## config.mk

```make
export PLATFORM = sky130hd
export DESIGN_NAME = ex_mem_stage
export DESIGN_NICKNAME = d
export VERILOG_FILES = /design/src/rtl/core_types_pkg.sv /design/src/rtl/lsu_types_pkg.sv /design/src/rtl/ex_mem_stage.sv
export SDC_FILE = /design/constraint.sdc
export NUM_CORES = 1
export LEC_CHECK = 0
export BUFFER_PORTS_ARGS = -buffer_cell sky130_fd_sc_hd__buf_4
export CORE_AREA = 2 2 97 99
export CTS_CLUSTER_DIAMETER = 60
export DETAILED_ROUTE_END_ITERATION = 10
export DIE_AREA = 0 0 99 101
export GPL_TIMING_DRIVEN = 1
export MAX_ROUTING_LAYER = met4
export PLACE_DENSITY = 0.74
export SYNTH_ARGS = -nofsm -noshare
export SYNTH_HDL_FRONTEND = slang
export SYNTH_SLANG_ARGS = --single-unit
```

## constraint.sdc

```tcl
create_clock -name clk -period 8.7 [get_ports clk]
set_clock_uncertainty 0.1 [all_clocks]
set_input_delay 0.87 -clock clk [delete_from_list [all_inputs] [get_ports clk]]
set_output_delay 0.87 -clock clk [all_outputs]
set_load 0.1 [all_outputs]
```

## src/rtl/core_types_pkg.sv

```systemverilog
`default_nettype none

package core_types_pkg;

  // Integer register width of the RV32 core
  localparam int unsigned xlen = 32;

  // One register or memory data word
  typedef logic [xlen-1:0] rdata_t;

  // Register index, x0 to x31
  typedef logic [4:0] raddr_t;

  // Byte address as produced by the execute stage
  typedef logic [xlen-1:0] addr_t;

  // Result of the execute stage for one instruction
  // The write-enable stays low for stores and for an empty stage
  typedef struct packed {
    logic   we_rd;
    rdata_t result;
    raddr_t rd_addr;
  } s_ex_mem_wb_t;

  // Final write into the register file
  typedef struct packed {
    logic   we_rd;
    rdata_t rd_data;
    raddr_t rd_addr;
  } s_wb_t;

endpackage

`default_nettype wire

```

## src/rtl/lsu_types_pkg.sv

```systemverilog
`default_nettype none

package lsu_types_pkg;

  // Kind of memory operation carried by an instruction
  typedef enum logic [1:0] {
    LSU_NONE,
    LSU_LOAD,
    LSU_STORE
  } lsu_op_typ_t;

  // Access width, the U variants zero-extend on loads
  typedef enum logic [2:0] {
    RV_LSU_B,
    RV_LSU_H,
    RV_LSU_W,
    RV_LSU_BU,
    RV_LSU_HU
  } lsu_width_t;

  // Memory part of one instruction
  typedef struct packed {
    lsu_op_typ_t          op_typ;
    lsu_width_t           width;
    core_types_pkg::addr_t  addr;
    core_types_pkg::rdata_t wdata;
  } s_lsu_op_t;

  // Request into the local data memory, addressed by words
  // Store data already sits on its byte lanes
  typedef struct packed {
    logic                                valid;
    logic                                we;
    logic [core_types_pkg::xlen-3:0]     waddr;
    core_types_pkg::rdata_t              wdata;
    logic [core_types_pkg::xlen/8-1:0]   strb;
  } s_mem_req_t;

endpackage

`default_nettype wire

```

## src/rtl/ex_mem_stage.sv

```systemverilog
`timescale 1ns/100ps
`default_nettype none

module ex_mem_stage (
  input  wire                           clk,
  input  wire                           rst_i,
  // From the execute stage
  input  wire                           in_valid_i,
  input  core_types_pkg::s_ex_mem_wb_t  in_exe_i,
  input  lsu_types_pkg::s_lsu_op_t      in_lsu_i,
  // Back-pressure from the load-store unit
  input  wire                           stall_i,
  // To the load-store unit and writeback
  output core_types_pkg::s_ex_mem_wb_t  exe_o,
  output lsu_types_pkg::s_lsu_op_t      lsu_o
);

  core_types_pkg::s_ex_mem_wb_t exe_ff;
  lsu_types_pkg::s_lsu_op_t     lsu_ff;

  // Only the write-enable and the operation kind mark the stage as full
  // The rest of the instruction is payload and is loaded as it comes
  always_ff @(posedge clk) begin
    if (rst_i) begin
      exe_ff.we_rd  <= 1'b0;
      lsu_ff.op_typ <= lsu_types_pkg::LSU_NONE;
    end else if (!stall_i) begin
      if (in_valid_i) begin
        exe_ff <= in_exe_i;
        lsu_ff <= in_lsu_i;
      end else begin
        // A bubble enters, nothing gets written and memory stays idle
        exe_ff.we_rd  <= 1'b0;
        lsu_ff.op_typ <= lsu_types_pkg::LSU_NONE;
      end
    end
    // While stalled the instruction stays put so that the memory access
    // and its register write see the same operands every cycle
  end

  assign exe_o = exe_ff;
  assign lsu_o = lsu_ff;

endmodule

`default_nettype wire

```

==> out/results.ini <==
[grt]
grt_pass1_vias = 2008
grt_start_max_net_pins = 66
overflow = 0
grt_usage_pct = 14.5
grt_pass1_wl_um = 10300
antenna_found_initial = 0

[die]
die-height_um = 101
start_util_pct = 36.1
core_area_um2 = 8980
rows = 35
ios = 218
die-area_um2 = 10000
die_w_um = 99

[cells_and_area]
multi_input_area_um2 = 67.6
fillers = 703
stdcell_area_um2 = 5240
final_common_cell = buf_4
seqCellArea_um2 = 3180
final_cell_mix = buf_4, edfxtp_1, clkbuf_8
syn2layout_area_growth_pct = 61.7
drive_above_1_share_pct = 67.0
nets = 458
n_antenna_cell = 0

[synth]
netlist_area_um2 = 3240
synthDistinctLibCells = 6
ys_warn_count = 0
synthesis.nets = 228
avgSynthCellArea_um2 = 27.7
synth_area_leaders = edfxtp_1, dfxtp_1, nand3b_1
synth_top_area_share_pct = 96.4
yosysSeqAreaShare_pct = 98.3
syn_inst = 117
ys_ff_latch = 107
yosys.area.top_type = edfxtp_1

[detailed_routing]
ant_nets = 0
wl_met3_um = 600
vias_per_cell = 4.32
avgRoutedWirePerCell_um = 15.9
totalWireLength_um = 7370
drt_iter0_drc = 70
m1WireLength_um = 2680
highest_layer = met4
vias = 1999
met2_length_um = 3940
dr.pass1.iters = 4
drc = 0

[worst_setup_path]
path_buf_inv = 2
crit_fanout = 65
critPathLaunchType = input pin
cp_slowest_cell = buf_4
max_stage_delay_ps = 650
criticalPathCategory = in2reg
required_ps = 8580
cp_common_cell = buf_4
cp-end-kind = flip-flop
cp_top_family = buffers and inverters
worstPathCellList = buf_4, nor3b_4, buf_4
cp.arrival_ps = 1910

[timing]
max_freq_mhz = 493
min_period_ps = 2030
rsz0062_at_grt = false
worst_pin_slew_ps = 796
finalCritPeriodShare_pct = 23.3
hold_viol_final = 0
finalSetupViolCount = 0
slew_viol_final = 0
relSlewSlack_pct = 46.9
fin_setup_tns_ps = 0

[clocking]
clock_path_buffers = 2
cts_buffers = 9
clk_pin_slew_ps = 90
cts_tree = yes
postCtsSetupBuffers = 0
clock-sinks = 107
root_buffer = clkbuf_8
clk_latency_ps = 350
cts_max_level = 3
postCtsResizedCells = 0
cts_hold_buf = 0

[flow_run]
drv_cap = 0

[worst_hold_path]
hold_class = reg2reg

[status]
status = completed

[power_and_ir_drop]
p_leak_nw = 2.16
max-vdd-ir-drop_uv = 117
powerDensity_nw_per_um2 = 221

[placed_design]
dpl_cell_area_um2 = 5030
dp.final_hpwl_um = 5710
place_congestion = 0.755
port-buffer-count = 217

[layout make-up]
| cell class | instances | share of cell area, % |
|---|---|---|
| Timing Repair Buffer | 219 | 31.4 |
| Multi-Input combinational cell | 10 | 1.29 |
| Sequential cell | 107 | 60.8 |
| Clock buffer | 9 | 2.36 |
| Tap cell | 111 | 2.65 |
| Clock inverter | 7 | 1.55 |
[where the power goes]
group	leakage [nW]	internal [W]	switching, W
Sequential	0.980	0.000592	0.00000655
Clock	0.107	0.000138	0.000168
Combinational	1.07	0.0000600	0.000192
[cells in the mapped netlist]
master / count
a21oi_1: 3
dfxtp_1: 3
edfxtp_1: 104
nand2_1: 3
nand3b_1: 3
nor3b_1: 1
[through the flow]
| stage | worst slack (ps) | utilization (%) | hold slack (ps) | power (W) | std cells |
|---|---|---|---|---|---|
| final | 6670 | 58.4 | 362 | 0.00116 | 463 |
| after detailed placement | 6290 | 56.1 | 344 | 0.000864 | 447 |
| after floorplan | 3180 | - | 773 | 0.000787 | 117 |
| after CTS | 6680 | 58.4 | 360 | 0.00117 | 463 |
| after global routing | 6590 | 58.4 | 389 | 0.00120 | 463 |
| after global placement | 6340 | 56.1 | 346 | 0.000861 | 447 |
[worst register-to-register path, stage by stage (launching register included)]
cell and delay, ps:
dfxtp_1 360, nand2_1 70, a21oi_1 110
[registers in the layout (all words and copies together) (netlist names)]
register  flops
exe_o        38
lsu_o        69
[cell families (layout without fill, tap and decap cells)]
family / after synthesis / in the layout / share of synthesized area (%)
AO/OA/AOI/OAI: 3 / 3 / 0.463
flip-flops: 107 / 107 / 98.3
AND/OR/NAND/NOR: 7 / 7 / 1.27
buffers and inverters: 0 / 235 / 0
[final timing paths]
check	start	to	slack (ps)	depth (start not counted)
setup / recovery	stall_i	lsu_o[11]	6670	3
hold / removal	lsu_o[68]	lsu_o[68]	360	2
setup reg to reg	lsu_o[67]	lsu_o[67]	8000	2
hold reg to reg	lsu_o[68]	lsu_o[68]	360	2
[routing by layer]
layer	global-route usage [%]	vias up
met1	16.2	939
met4	6.74	0
met3	4.16	12
met5	-	-
li1	-	926
met2	24.1	122
Note: power is estimated with default switching activity, not from simulation.
