$ cat src/rtl/core_types_pkg.sv
`default_nettype none

package core_types_pkg;

  // Integer register width of the RV32 core
  localparam int unsigned xlen = 32;

  // One register or memory data word
  typedef logic [xlen-1:0] rdata_t;

  // Register index, x0 to x31
  typedef logic [4:0] raddr_t;

  // Byte address as produced by the execute stage
  typedef logic [xlen-1:0] addr_t;

  // Result of the execute stage for one instruction
  // The write-enable stays low for stores and for an empty stage
  typedef struct packed {
    logic   we_rd;
    rdata_t result;
    raddr_t rd_addr;
  } s_ex_mem_wb_t;

  // Final write into the register file
  typedef struct packed {
    logic   we_rd;
    rdata_t rd_data;
    raddr_t rd_addr;
  } s_wb_t;

endpackage

`default_nettype wire

$ cat src/rtl/lsu_types_pkg.sv
`default_nettype none

package lsu_types_pkg;

  // Kind of memory operation carried by an instruction
  typedef enum logic [1:0] {
    LSU_NONE,
    LSU_LOAD,
    LSU_STORE
  } lsu_op_typ_t;

  // Access width, the U variants zero-extend on loads
  typedef enum logic [2:0] {
    RV_LSU_B,
    RV_LSU_H,
    RV_LSU_W,
    RV_LSU_BU,
    RV_LSU_HU
  } lsu_width_t;

  // Memory part of one instruction
  typedef struct packed {
    lsu_op_typ_t          op_typ;
    lsu_width_t           width;
    core_types_pkg::addr_t  addr;
    core_types_pkg::rdata_t wdata;
  } s_lsu_op_t;

  // Request into the local data memory, addressed by words
  // Store data already sits on its byte lanes
  typedef struct packed {
    logic                                valid;
    logic                                we;
    logic [core_types_pkg::xlen-3:0]     waddr;
    core_types_pkg::rdata_t              wdata;
    logic [core_types_pkg::xlen/8-1:0]   strb;
  } s_mem_req_t;

endpackage

`default_nettype wire

$ cat src/rtl/lsu.sv
`timescale 1ns/100ps
`default_nettype none

module lsu #(
  parameter int unsigned mem_latency = 2
) (
  input  wire                           clk,
  input  wire                           rst_i,
  // Instruction currently in the stage register
  input  lsu_types_pkg::s_lsu_op_t      lsu_op_i,
  // Data memory side
  output lsu_types_pkg::s_mem_req_t     mem_req_o,
  input  wire                           mem_rvalid_i,
  input  core_types_pkg::rdata_t        mem_rdata_i,
  // To the stage register and writeback
  output logic                          bp_o,
  output logic                          bp_data_o,
  output core_types_pkg::rdata_t        rd_data_o
);

  // Counter wide enough to hold mem_latency - 1
  localparam int unsigned cnt_w = (mem_latency > 1) ? $clog2(mem_latency) : 1;

  typedef enum logic [1:0] {
    st_idle,
    st_wait,
    st_done
  } lsu_state_t;

  lsu_state_t             state_ff, next_state;
  logic [cnt_w-1:0]       cnt_ff, next_cnt;
  core_types_pkg::rdata_t rdata_ff;
  logic                   is_mem_op;
  logic                   is_load;

  assign is_mem_op = (lsu_op_i.op_typ != lsu_types_pkg::LSU_NONE);
  assign is_load   = (lsu_op_i.op_typ == lsu_types_pkg::LSU_LOAD);

  // Request is raised only in idle, so each instruction issues once even
  // though it stays in the stage register for the whole access
  always_comb begin
    mem_req_o.valid = (state_ff == st_idle) && is_mem_op;
    mem_req_o.we    = (lsu_op_i.op_typ == lsu_types_pkg::LSU_STORE);
    mem_req_o.waddr = lsu_op_i.addr[core_types_pkg::xlen-1:2];
    mem_req_o.wdata = lsu_op_i.wdata;
    mem_req_o.strb  = 4'b1111;
    case (lsu_op_i.width)
      lsu_types_pkg::RV_LSU_B, lsu_types_pkg::RV_LSU_BU: begin
        // Byte goes on all four lanes, the strobe picks one
        mem_req_o.wdata = {4{lsu_op_i.wdata[7:0]}};
        mem_req_o.strb  = 4'b0001 << lsu_op_i.addr[1:0];
      end
      lsu_types_pkg::RV_LSU_H, lsu_types_pkg::RV_LSU_HU: begin
        // Halfword offsets are 0 or 2; odd offsets are misaligned
        mem_req_o.wdata = {2{lsu_op_i.wdata[15:0]}};
        mem_req_o.strb  = 4'b0011 << {lsu_op_i.addr[1], 1'b0};
      end
      default: begin
        mem_req_o.strb = 4'b1111;
      end
    endcase
  end

  // FSM and latency counter
  always_comb begin
    next_state = state_ff;
    next_cnt   = cnt_ff;
    case (state_ff)
      st_idle: begin
        if (is_mem_op) begin
          next_state = st_wait;
          next_cnt   = cnt_w'(mem_latency - 1);
        end
      end
      st_wait: begin
        if (cnt_ff != '0) begin
          next_cnt = cnt_ff - 1'b1;
        end
        if (mem_rvalid_i) begin
          next_state = st_done;
        end
      end
      st_done: begin
        // Stage register releases the instruction at the end of this cycle
        next_state = st_idle;
      end
      default: begin
        next_state = st_idle;
      end
    endcase
  end

  always_ff @(posedge clk) begin
    if (rst_i) begin
      state_ff <= st_idle;
      cnt_ff   <= '0;
    end else begin
      state_ff <= next_state;
      cnt_ff   <= next_cnt;
    end
  end

  // Returned word is kept so the data is still there in the done cycle
  always_ff @(posedge clk) begin
    if (mem_rvalid_i) begin
      rdata_ff <= mem_rdata_i;
    end
  end

  // Both levels come from registered state only, the memory pulse does not
  // reach the stall path; the counter knows when the word will arrive
  assign bp_o      = ((state_ff == st_idle) && is_mem_op) || (state_ff == st_wait);
  assign bp_data_o = is_load &&
                     (((state_ff == st_idle) && is_mem_op) ||
                      ((state_ff == st_wait) && (cnt_ff != '0)));

  // Live word in the response cycle, the held copy afterwards
  assign rd_data_o = mem_rvalid_i ? mem_rdata_i : rdata_ff;

endmodule

`default_nettype wire

$ cat config.mk
export PLATFORM = sky130hd
export DESIGN_NAME = lsu
export DESIGN_NICKNAME = d
export VERILOG_FILES = /design/src/rtl/core_types_pkg.sv /design/src/rtl/lsu_types_pkg.sv /design/src/rtl/lsu.sv
export SDC_FILE = /design/constraint.sdc
export NUM_CORES = 1
export LEC_CHECK = 0
export ABC_AREA = 1
export BUFFER_PORTS_ARGS = -buffer_cell sky130_fd_sc_hd__buf_4
export CAP_MARGIN = 10
export CORE_MARGIN = 10
export CORE_UTILIZATION = 38
export CTS_CLUSTER_DIAMETER = 150
export DETAILED_ROUTE_END_ITERATION = 10
export GPL_TIMING_DRIVEN = 0
export PLACE_DENSITY = 0.95
export SLEW_MARGIN = 25
export SYNTH_ARGS = -nofsm -noshare
export SYNTH_HDL_FRONTEND = slang
export SYNTH_SLANG_ARGS = --single-unit
export TNS_END_PERCENT = 10
$ cat constraint.sdc
create_clock -name clk -period 1.5 [get_ports clk]
set_input_delay 0.15 -clock clk [delete_from_list [all_inputs] [get_ports clk]]
set_output_delay 0.15 -clock clk [all_outputs]
set_load 0.05 [all_outputs]
==> impl_metrics.yaml <==
grt:
  grt_max_degree: 12
  grt_usage_pct: 19.7
  grt_overflow: 0
  antenna_found_initial: 0
  grt_pass1_wl_um: 13400
  grt_pass1_vias: 2604
logic_synthesis:
  synth_compound_area_share_pct: 1.49
  syn_nets: 404
  yosysTopAreaCell: "dfxtp_1"
  ys_seq_area_share_pct: 36.3
  ys_warn_count: 0
  synth_cell_type_count: 16
  synth_mux_area_share_pct: 0
  synthTopCellsByArea: "dfxtp_1, nand2_1, buf_4, nand3_1, nand4_1"
  mappedNetlistArea_um2: 1930
  synth_xor_area_share_pct: 0
  synthAdderAreaFrac_pct: 0
  synth_top_family_by_area: "simple AND/OR/NAND/NOR gates"
  yosysTopAreaCellShare_pct: 36.3
  ys_seq_elements: 35
  syn_inst: 300
  synth-simple-area-share_pct: 41.0
  syn_area_per_cell_um2: 6.44
clock_tree:
  tritoncts: "built"
  cts-root-buf: "clkbuf_8"
  cts_buffers: 5
  cts_htree_levels: 2
  clk_latency_ps: 270
  clock_path_buffers: 2
  holdBufCountCts: 0
  cts_sinks: 35
  clkSlewWorstSetupHoldPaths_ps: 70
sta:
  slew_headroom_pct: 68.6
  min_period_over_period_pct: 91.7
  tightestPinTransition_ps: 471
  fmax_mhz: 727
  skew_ps: 0.247
  final.min_clock_period_ps: 1380
  setup_viol_count_final: 0
  whs_ps: 43.9
  drv_slew: 0
  fin_setup_tns_ps: 0
  hold_viol_final: 0
  rsz0062_at_grt: "no"
setup_path:
  endpoint_kind: "output pin"
  required_ps: 1350
  crit_type: "input pin to output pin"
  critPathLaunchType: "input pin"
  r2r_setup_slack_ps: 670
  cp_max_fo: 10
  reg2reg_depth: 3
  arrival_ps: 1230
min_path:
  hold_path.class: "input pin to flop"
  holdPathStages: 2
placement:
  place_hpwl_um: 7670
  place_congestion: 0.886
  io_buffers: 174
finish:
  layout.nets: 585
  postLayoutCoreUtil_pct: 70.8
  final_cell_mix: "buf_4, nand2_1, dfxtp_1"
  drive_gt1_share_pct: 48.3
  diodes: 0
  area_growth_pct: 76.7
  layout_commonest_cell: "buf_4"
power_and_ir_drop:
  power.density_nw_per_um2: 1000
  vdd_drop_max_v: 0.000776
  leakage_nw: 2.00
route:
  drtAntennaViolNets: 0
  dr.pass1.iters: 4
  wl_per_cell_um: 16.1
  drtIter0Drc: 111
  avgViaCountPerCell: 4.56
  wirelength_um: 8860
  vias: 2504
  drc: 0
floorplan:
  die_area_um2: 8330
  die_h_um: 91.3
  ios: 206
  die_w_um: 91.3
  start_util_pct: 40.1
  core_region_area_um2: 4820
  num_rows: 25
status:
  status: "completed"
run:
  cap_violations: 0
## logic make-up after synthesis
kind of cell,Yosys count
AOI/OAI and AO/OA,5
buffers and inverters,63
DFF,35
and+or+nand+nor,197
## per-stage QoR
step           instance area (µm²)  instances  total power [mW]  worst slack (ps)
2_1_floorplan                 1930        300              2.20               268
3_3_place_gp                  3320        541              2.78               116
3_5_place_dp                  3320        541              2.81               122
4_1_cts                       3410        549              3.45               105
5_1_grt                       3410        549              3.60             0.876
6_report                      3410        549              3.42               124
## power by group
group	switching, mW	total, mW	leakage [nW]	internal [mW]
combinational	1.18	1.74	1.66	0.568
sequential	0.0243	1.04	0.294	1.02
clock	0.323	0.640	0.0477	0.317
## Yosys cell counts, drive strengths merged
cell	n
a21oi	3
buf	47
clkbuf	4
clkinv	1
dfxtp	35
inv	11
nand2	159
nand3	21
nand4	10
nor2	6
nor3	1
o21ai	2
## what timing repair did
action                     4_1_cts  5_1_grt
setup endpoints to repair        1        1
buffers inserted                 0        0
resized for setup                1        1
## cell type report
cell class	count	area, µm²
buffer	51	364
clock buffer	5	68.8
clock inverter	3	15.0
fill	388	1410
inverter	12	45.0
multi-input combinational	202	825
sequential	35	701
tap	67	83.8
timing repair buffer	174	1310
## critical path: stages
cell and delay (ps):
buf_4 130, o21ai_2 360, buf_6 200, nand2_1 50, nand3_1 100, buf_4 220
## path summary, 6_finish.rpt
| kind | startpoint | to |
|---|---|---|
| min | rst_i | state_ff[0]$_SDFFE_PP0P_ |
| max | lsu_op_i[64] | mem_req_o[28] |
| min reg2reg | rdata_ff[22]$_DFF_P_ | rdata_ff[22]$_DFF_P_ |
| max reg2reg | state_ff[0]$_SDFFE_PP0P_ | cnt_ff$_SDFFE_PP0P_ |
## sequential cells by signal, summed over array words and instances (netlist names)
name and flops:
state_ff 2, rdata_ff 32, cnt_ff 1
## routing by layer
layer	part of all wire (%)	track usage (%)	routed length (µm)
met5	0	0	0
met4	0.93	4.44	82
met3	14	9.88	1230
met2	51	36.9	4490
met1	34	18.9	3060
No activity file was read; power rests on OpenSTA's default activity.
