--- src/rtl/core_types_pkg.sv ---
`default_nettype none

package core_types_pkg;

  // Integer register width of the RV32 core
  localparam int unsigned xlen = 32;

  // One register or memory data word
  typedef logic [xlen-1:0] rdata_t;

  // Register index, x0 to x31
  typedef logic [4:0] raddr_t;

  // Byte address as produced by the execute stage
  typedef logic [xlen-1:0] addr_t;

  // Result of the execute stage for one instruction
  // The write-enable stays low for stores and for an empty stage
  typedef struct packed {
    logic   we_rd;
    rdata_t result;
    raddr_t rd_addr;
  } s_ex_mem_wb_t;

  // Final write into the register file
  typedef struct packed {
    logic   we_rd;
    rdata_t rd_data;
    raddr_t rd_addr;
  } s_wb_t;

endpackage

`default_nettype wire

--- src/rtl/lsu_types_pkg.sv ---
`default_nettype none

package lsu_types_pkg;

  // Kind of memory operation carried by an instruction
  typedef enum logic [1:0] {
    LSU_NONE,
    LSU_LOAD,
    LSU_STORE
  } lsu_op_typ_t;

  // Access width, the U variants zero-extend on loads
  typedef enum logic [2:0] {
    RV_LSU_B,
    RV_LSU_H,
    RV_LSU_W,
    RV_LSU_BU,
    RV_LSU_HU
  } lsu_width_t;

  // Memory part of one instruction
  typedef struct packed {
    lsu_op_typ_t          op_typ;
    lsu_width_t           width;
    core_types_pkg::addr_t  addr;
    core_types_pkg::rdata_t wdata;
  } s_lsu_op_t;

  // Request into the local data memory, addressed by words
  // Store data already sits on its byte lanes
  typedef struct packed {
    logic                                valid;
    logic                                we;
    logic [core_types_pkg::xlen-3:0]     waddr;
    core_types_pkg::rdata_t              wdata;
    logic [core_types_pkg::xlen/8-1:0]   strb;
  } s_mem_req_t;

endpackage

`default_nettype wire

--- src/rtl/wb.sv ---
`timescale 1ns/100ps
`default_nettype none

module wb (
  input  wire                           clk,
  input  wire                           rst_i,
  // From the stage register
  input  core_types_pkg::s_ex_mem_wb_t  ex_mem_wb_i,
  input  lsu_types_pkg::s_lsu_op_t      wb_lsu_i,
  // From the load-store unit
  input  core_types_pkg::rdata_t        lsu_rd_data_i,
  input  wire                           lsu_bp_i,
  input  wire                           lsu_bp_data_i,
  // To the register file and forwarding
  output core_types_pkg::s_wb_t         wb_dec_o,
  output core_types_pkg::rdata_t        wb_fwd_load_o,
  output logic                          lock_wb_o
);

  logic                   lock_wr_ff, next_lock;
  core_types_pkg::rdata_t bkp_load_ff, next_bkp;
  logic                   is_load;

  // Aligns the addressed bytes to bit 0 and extends them to a full word
  function automatic core_types_pkg::rdata_t fmt_load(
    lsu_types_pkg::s_lsu_op_t load,
    core_types_pkg::rdata_t   rdata
  );
    core_types_pkg::rdata_t data;
    data = rdata >> (8 * load.addr[1:0]);
    case (load.width)
      lsu_types_pkg::RV_LSU_B:  return {{24{data[7]}}, data[7:0]};
      lsu_types_pkg::RV_LSU_H:  return {{16{data[15]}}, data[15:0]};
      lsu_types_pkg::RV_LSU_BU: return {24'h0, data[7:0]};
      lsu_types_pkg::RV_LSU_HU: return {16'h0, data[15:0]};
      default:                  return data;
    endcase
  endfunction

  assign is_load = (wb_lsu_i.op_typ == lsu_types_pkg::LSU_LOAD);

  always_comb begin
    next_lock        = 1'b0;
    wb_dec_o.we_rd   = ex_mem_wb_i.we_rd;
    wb_dec_o.rd_data = ex_mem_wb_i.result;
    wb_dec_o.rd_addr = ex_mem_wb_i.rd_addr;
    // A store never touches a register
    if (wb_lsu_i.op_typ == lsu_types_pkg::LSU_STORE) begin
      wb_dec_o.we_rd = 1'b0;
    end
    if (is_load) begin
      // Completion cycle: stall still high but data no longer pending
      // Lock covers the single done cycle that follows it
      next_lock        = lsu_bp_i && !lsu_bp_data_i && !lock_wr_ff;
      // Write waits for the data and happens only once
      wb_dec_o.we_rd   = (lsu_bp_data_i || lock_wr_ff) ? 1'b0 : ex_mem_wb_i.we_rd;
      wb_dec_o.rd_data = fmt_load(wb_lsu_i, lsu_rd_data_i);
    end
  end

  // Last written value, offered to the front end for forwarding
  always_comb begin
    next_bkp = bkp_load_ff;
    if (wb_dec_o.we_rd) begin
      next_bkp = wb_dec_o.rd_data;
    end
  end

  always_ff @(posedge clk) begin
    if (rst_i) begin
      lock_wr_ff  <= 1'b0;
      bkp_load_ff <= '0;
    end else begin
      lock_wr_ff  <= next_lock;
      bkp_load_ff <= next_bkp;
    end
  end

  assign lock_wb_o     = lock_wr_ff;
  assign wb_fwd_load_o = bkp_load_ff;

endmodule

`default_nettype wire

--- config.mk ---
export PLATFORM = sky130hd
export DESIGN_NAME = wb
export DESIGN_NICKNAME = d
export VERILOG_FILES = /design/src/rtl/core_types_pkg.sv /design/src/rtl/lsu_types_pkg.sv /design/src/rtl/wb.sv
export SDC_FILE = /design/constraint.sdc
export NUM_CORES = 1
export LEC_CHECK = 0
export ABC_CLOCK_PERIOD_IN_PS = 2100
export BUFFER_PORTS_ARGS = -buffer_cell sky130_fd_sc_hd__clkbuf_2
export CORE_MARGIN = 2
export CORE_UTILIZATION = 35
export CTS_CLUSTER_SIZE = 30
export DETAILED_ROUTE_END_ITERATION = 10
export PLACE_DENSITY = 0.74
export SKIP_CTS_REPAIR_TIMING = 1
export SYNTH_ARGS = -nofsm -noshare
export SYNTH_HDL_FRONTEND = slang
export SYNTH_SLANG_ARGS = --single-unit
--- constraint.sdc ---
create_clock -name clk -period 2.1 [get_ports clk]
set_input_delay 0.42 -clock clk [delete_from_list [all_inputs] [get_ports clk]]
set_output_delay 0.42 -clock clk [all_outputs]
set_load 0.1 [all_outputs]
==> results.py <==
metrics = {
    "yosys": {
        "syn_nets": 439,
        "ys.warnings.count": 0,
        "netlist_area_um2": 2560,
        "synthAdderAreaFrac": 0,
        "synth_edf_count": 0,
        "yosysSeqAreaShare": 0.258,
        "synth_top_area_frac": 0.258,
        "ys.flop_type": "dfxtp_1",
        "syn-instance-count": 296,
        "synth.area.top_cells": "dfxtp_1 26%, mux2_2 14%, a311oi_2 8.2%, nor2_1 7.2%, mux4_2 7.0%",
        "synth-seq-cells": 33,
        "synth-xor-area-share": 0.00342,
        "synthMuxAreaShare": 0.250,
        "syn_area_per_cell_um2": 8.66,
        "async_flop_share": 0,
        "synth_cell_types": 36,
        "yosys.area.top_type": "dfxtp_1",
        "yosys.area_share.simple": 0.168,
        "synth_top_family_by_area": "multiplexers",
        "synth-compound-area-share": 0.226,
    },
    "global_routing": {
        "antenna_found_initial": 0,
        "grt_pass1_vias": 2928,
        "grt_max_degree": 33,
        "grt_pass1_wl_um": 14300,
        "track_usage": 0.234,
        "overflow": 0,
    },
    "timing": {
        "max_freq_mhz": 415,
        "whs_ps": 425,
        "finalCritPeriodShare": 1.15,
        "min_period_ps": 2410,
        "finalWorstSetupSlack_ps": -308,
        "finalSetupViolCount": 24,
        "slew_viol_final": 0,
        "tightest_slew_ps": 569,
        "relSlewSlack": 0.622,
        "finalSetupTns_ps": -4810,
        "rsz0062_at_grt": "true",
        "final.setup_skew_ps": 6.58,
        "finalHoldViolCount": 0,
    },
    "cts": {
        "numCtsBuffers": 5,
        "cts_root_buf": "clkbuf_8",
        "tritoncts": "yes",
        "clock_path_buffers": 2,
        "clk_pin_slew_worst_paths_ps": 70,
        "clk_latency_ps": 280,
        "htree_levels": 2,
        "numClockSinks": 33,
    },
    "critical_path": {
        "start_kind": "input port",
        "rr_startpoint": "lock_wb_o",
        "worstSetupEndpoint": "wb_dec_o[31]",
        "rr_endpoint": "wb_fwd_load_o[16]",
        "rrSetupSlack_ps": 370,
        "critPathArrivalTime_ps": 1990,
        "crit_required_ps": 1680,
        "cp-end-kind": "output pin",
        "r2r_cells": 6,
        "critical_path_class": "input port to output pin",
        "crit_fanout": 7,
        "crit_start": "wb_lsu_i[33]",
    },
    "placed_design": {
        "io_buffers": 141,
        "gp_congestion": 0.825,
        "hpwl_um": 8030,
    },
    "floorplan": {
        "fp.dieW_um": 89.6,
        "die_area_um2": 8020,
        "ioPinCount": 214,
        "fp-row-count": 31,
        "die_h_um": 89.6,
        "initial_core_util": 0.357,
        "core_um2": 7180,
    },
    "cells_and_area": {
        "final_cell_mix": "105 x clkbuf_2, 56 x buf_4, 49 x nor2_1, 42 x buf_12, 32 x dfxtp_1",
        "multi_input_area_um2": 2170,
        "fill_cells": 511,
        "areaGrowthSynthToFinish_pct": 97.5,
        "final_common_cell": "clkbuf_2",
        "drive_above_1_share": 0.651,
        "antenna_cells": 0,
        "final_nets": 623,
        "ff_latch_area_um2": 662,
    },
    "pwr": {
        "ir_worst_vdd_uv": 358,
        "p_leak_nw": 2.17,
        "power_density_nw_per_um2": 642,
    },
    "route": {
        "top_layer_used": "met4",
        "wl_per_cell_um": 18.6,
        "dr_total_vias": 3132,
        "drt_iter0_drc": 177,
        "antenna_left": 0,
        "wl_met2_um": 5620,
        "met1_length_um": 4180,
        "via_per_inst": 5.40,
        "dr_wl_met3_um": 720,
        "drc": 0,
        "drt_first_pass_iters": 4,
        "wl_um": 10800,
    },
    "flow_run": {
        "maxCapViolCount": 0,
    },
    "status": {
        "outcome": "finished with violations",
        "violations": "negative setup slack",
    },
    "min_path": {
        "hold_class": "input port to flop",
    },
}
-- worst min-delay path by stage --
stage / slack, ps / startpoint / cells after the start / to
finish: 430 / lsu_bp_i / 2 / lock_wb_o
global route: 420 / lsu_bp_i / 2 / lock_wb_o
detailed placement: 480 / wb_fwd_load_o[2] / 2 / wb_fwd_load_o[2]
CTS: 420 / lsu_bp_i / 2 / lock_wb_o
floorplan: 490 / rst_i / 1 / wb_fwd_load_o[13]
global placement: 480 / wb_fwd_load_o[0] / 2 / wb_fwd_load_o[0]
-- routing by layer --
| layer | global-route usage | up-vias |
|---|---|---|
| met1 | 0.267 | 1534 |
| met4 | 0.0760 | 0 |
| met5 | 0 | - |
| met3 | 0.0591 | 18 |
| met2 | 0.425 | 127 |
| li1 | - | 1453 |
-- synth_stat cells (all sizes together) (2+ instances only) --
cell type,count
o211ai,4
nor2b,4
nand3,2
nand3b,2
clkbuf,14
nor3,9
mux4,8
inv,17
dfxtp,33
mux2i,10
a21o,7
nor2,49
mux2,32
a311oi,23
nand2b,4
o221ai,7
nand2,24
buf,19
a31oi,17
-- through the flow --
step / setup slack, ps / power (W) / utilization / std cells / cell area [um2]
2_1_floorplan: -455 / 0.00200 / - / 296 / 2970
3_3_place_gp: -323 / 0.00249 / 0.633 / 554 / 4540
3_5_place_dp: -341 / 0.00251 / 0.633 / 554 / 4540
4_1_cts: -341 / 0.00314 / 0.649 / 562 / 4660
5_1_grt: -350 / 0.00335 / 0.705 / 580 / 5060
6_report: -308 / 0.00325 / 0.705 / 580 / 5060
-- worst max-delay path: stages --
cell,delay [ps]
buf_8,100
mux2i_2,140
or3_1,300
a311o_2,400
clkbuf_16,210
a31oi_4,210
buf_12,190
-- area by class of cell --
class / count / share of cell area
sequential: 33 / 0.131
clock inverter: 1 / 0.00593
multi-input combinational: 213 / 0.428
timing repair buffer: 210 / 0.381
clock buffer: 7 / 0.0171
tap: 99 / 0.0245
inverter: 17 / 0.0126
-- cell families after synthesis --
logic type             Yosys count
AO/OA/AOI/OAI                   63
XOR/XNOR                         1
buffers and inverters           50
flip-flops                      33
multiplexers                    50
AND/OR/NAND/NOR                 99
-- state kept, by name (all words and copies together) (netlist names) --
signal         count
wb_fwd_load_o     32
lock_wb_o          1
-- where the power goes --
group	leakage [nW]	internal (W)	switching [W]
Clock	0.0585	0.000387	0.000249
Combinational	1.83	0.000661	0.00125
Sequential	0.273	0.000675	0.0000261
Total	2.17	0.00172	0.00152
Power figures use the tool's default switching activity.
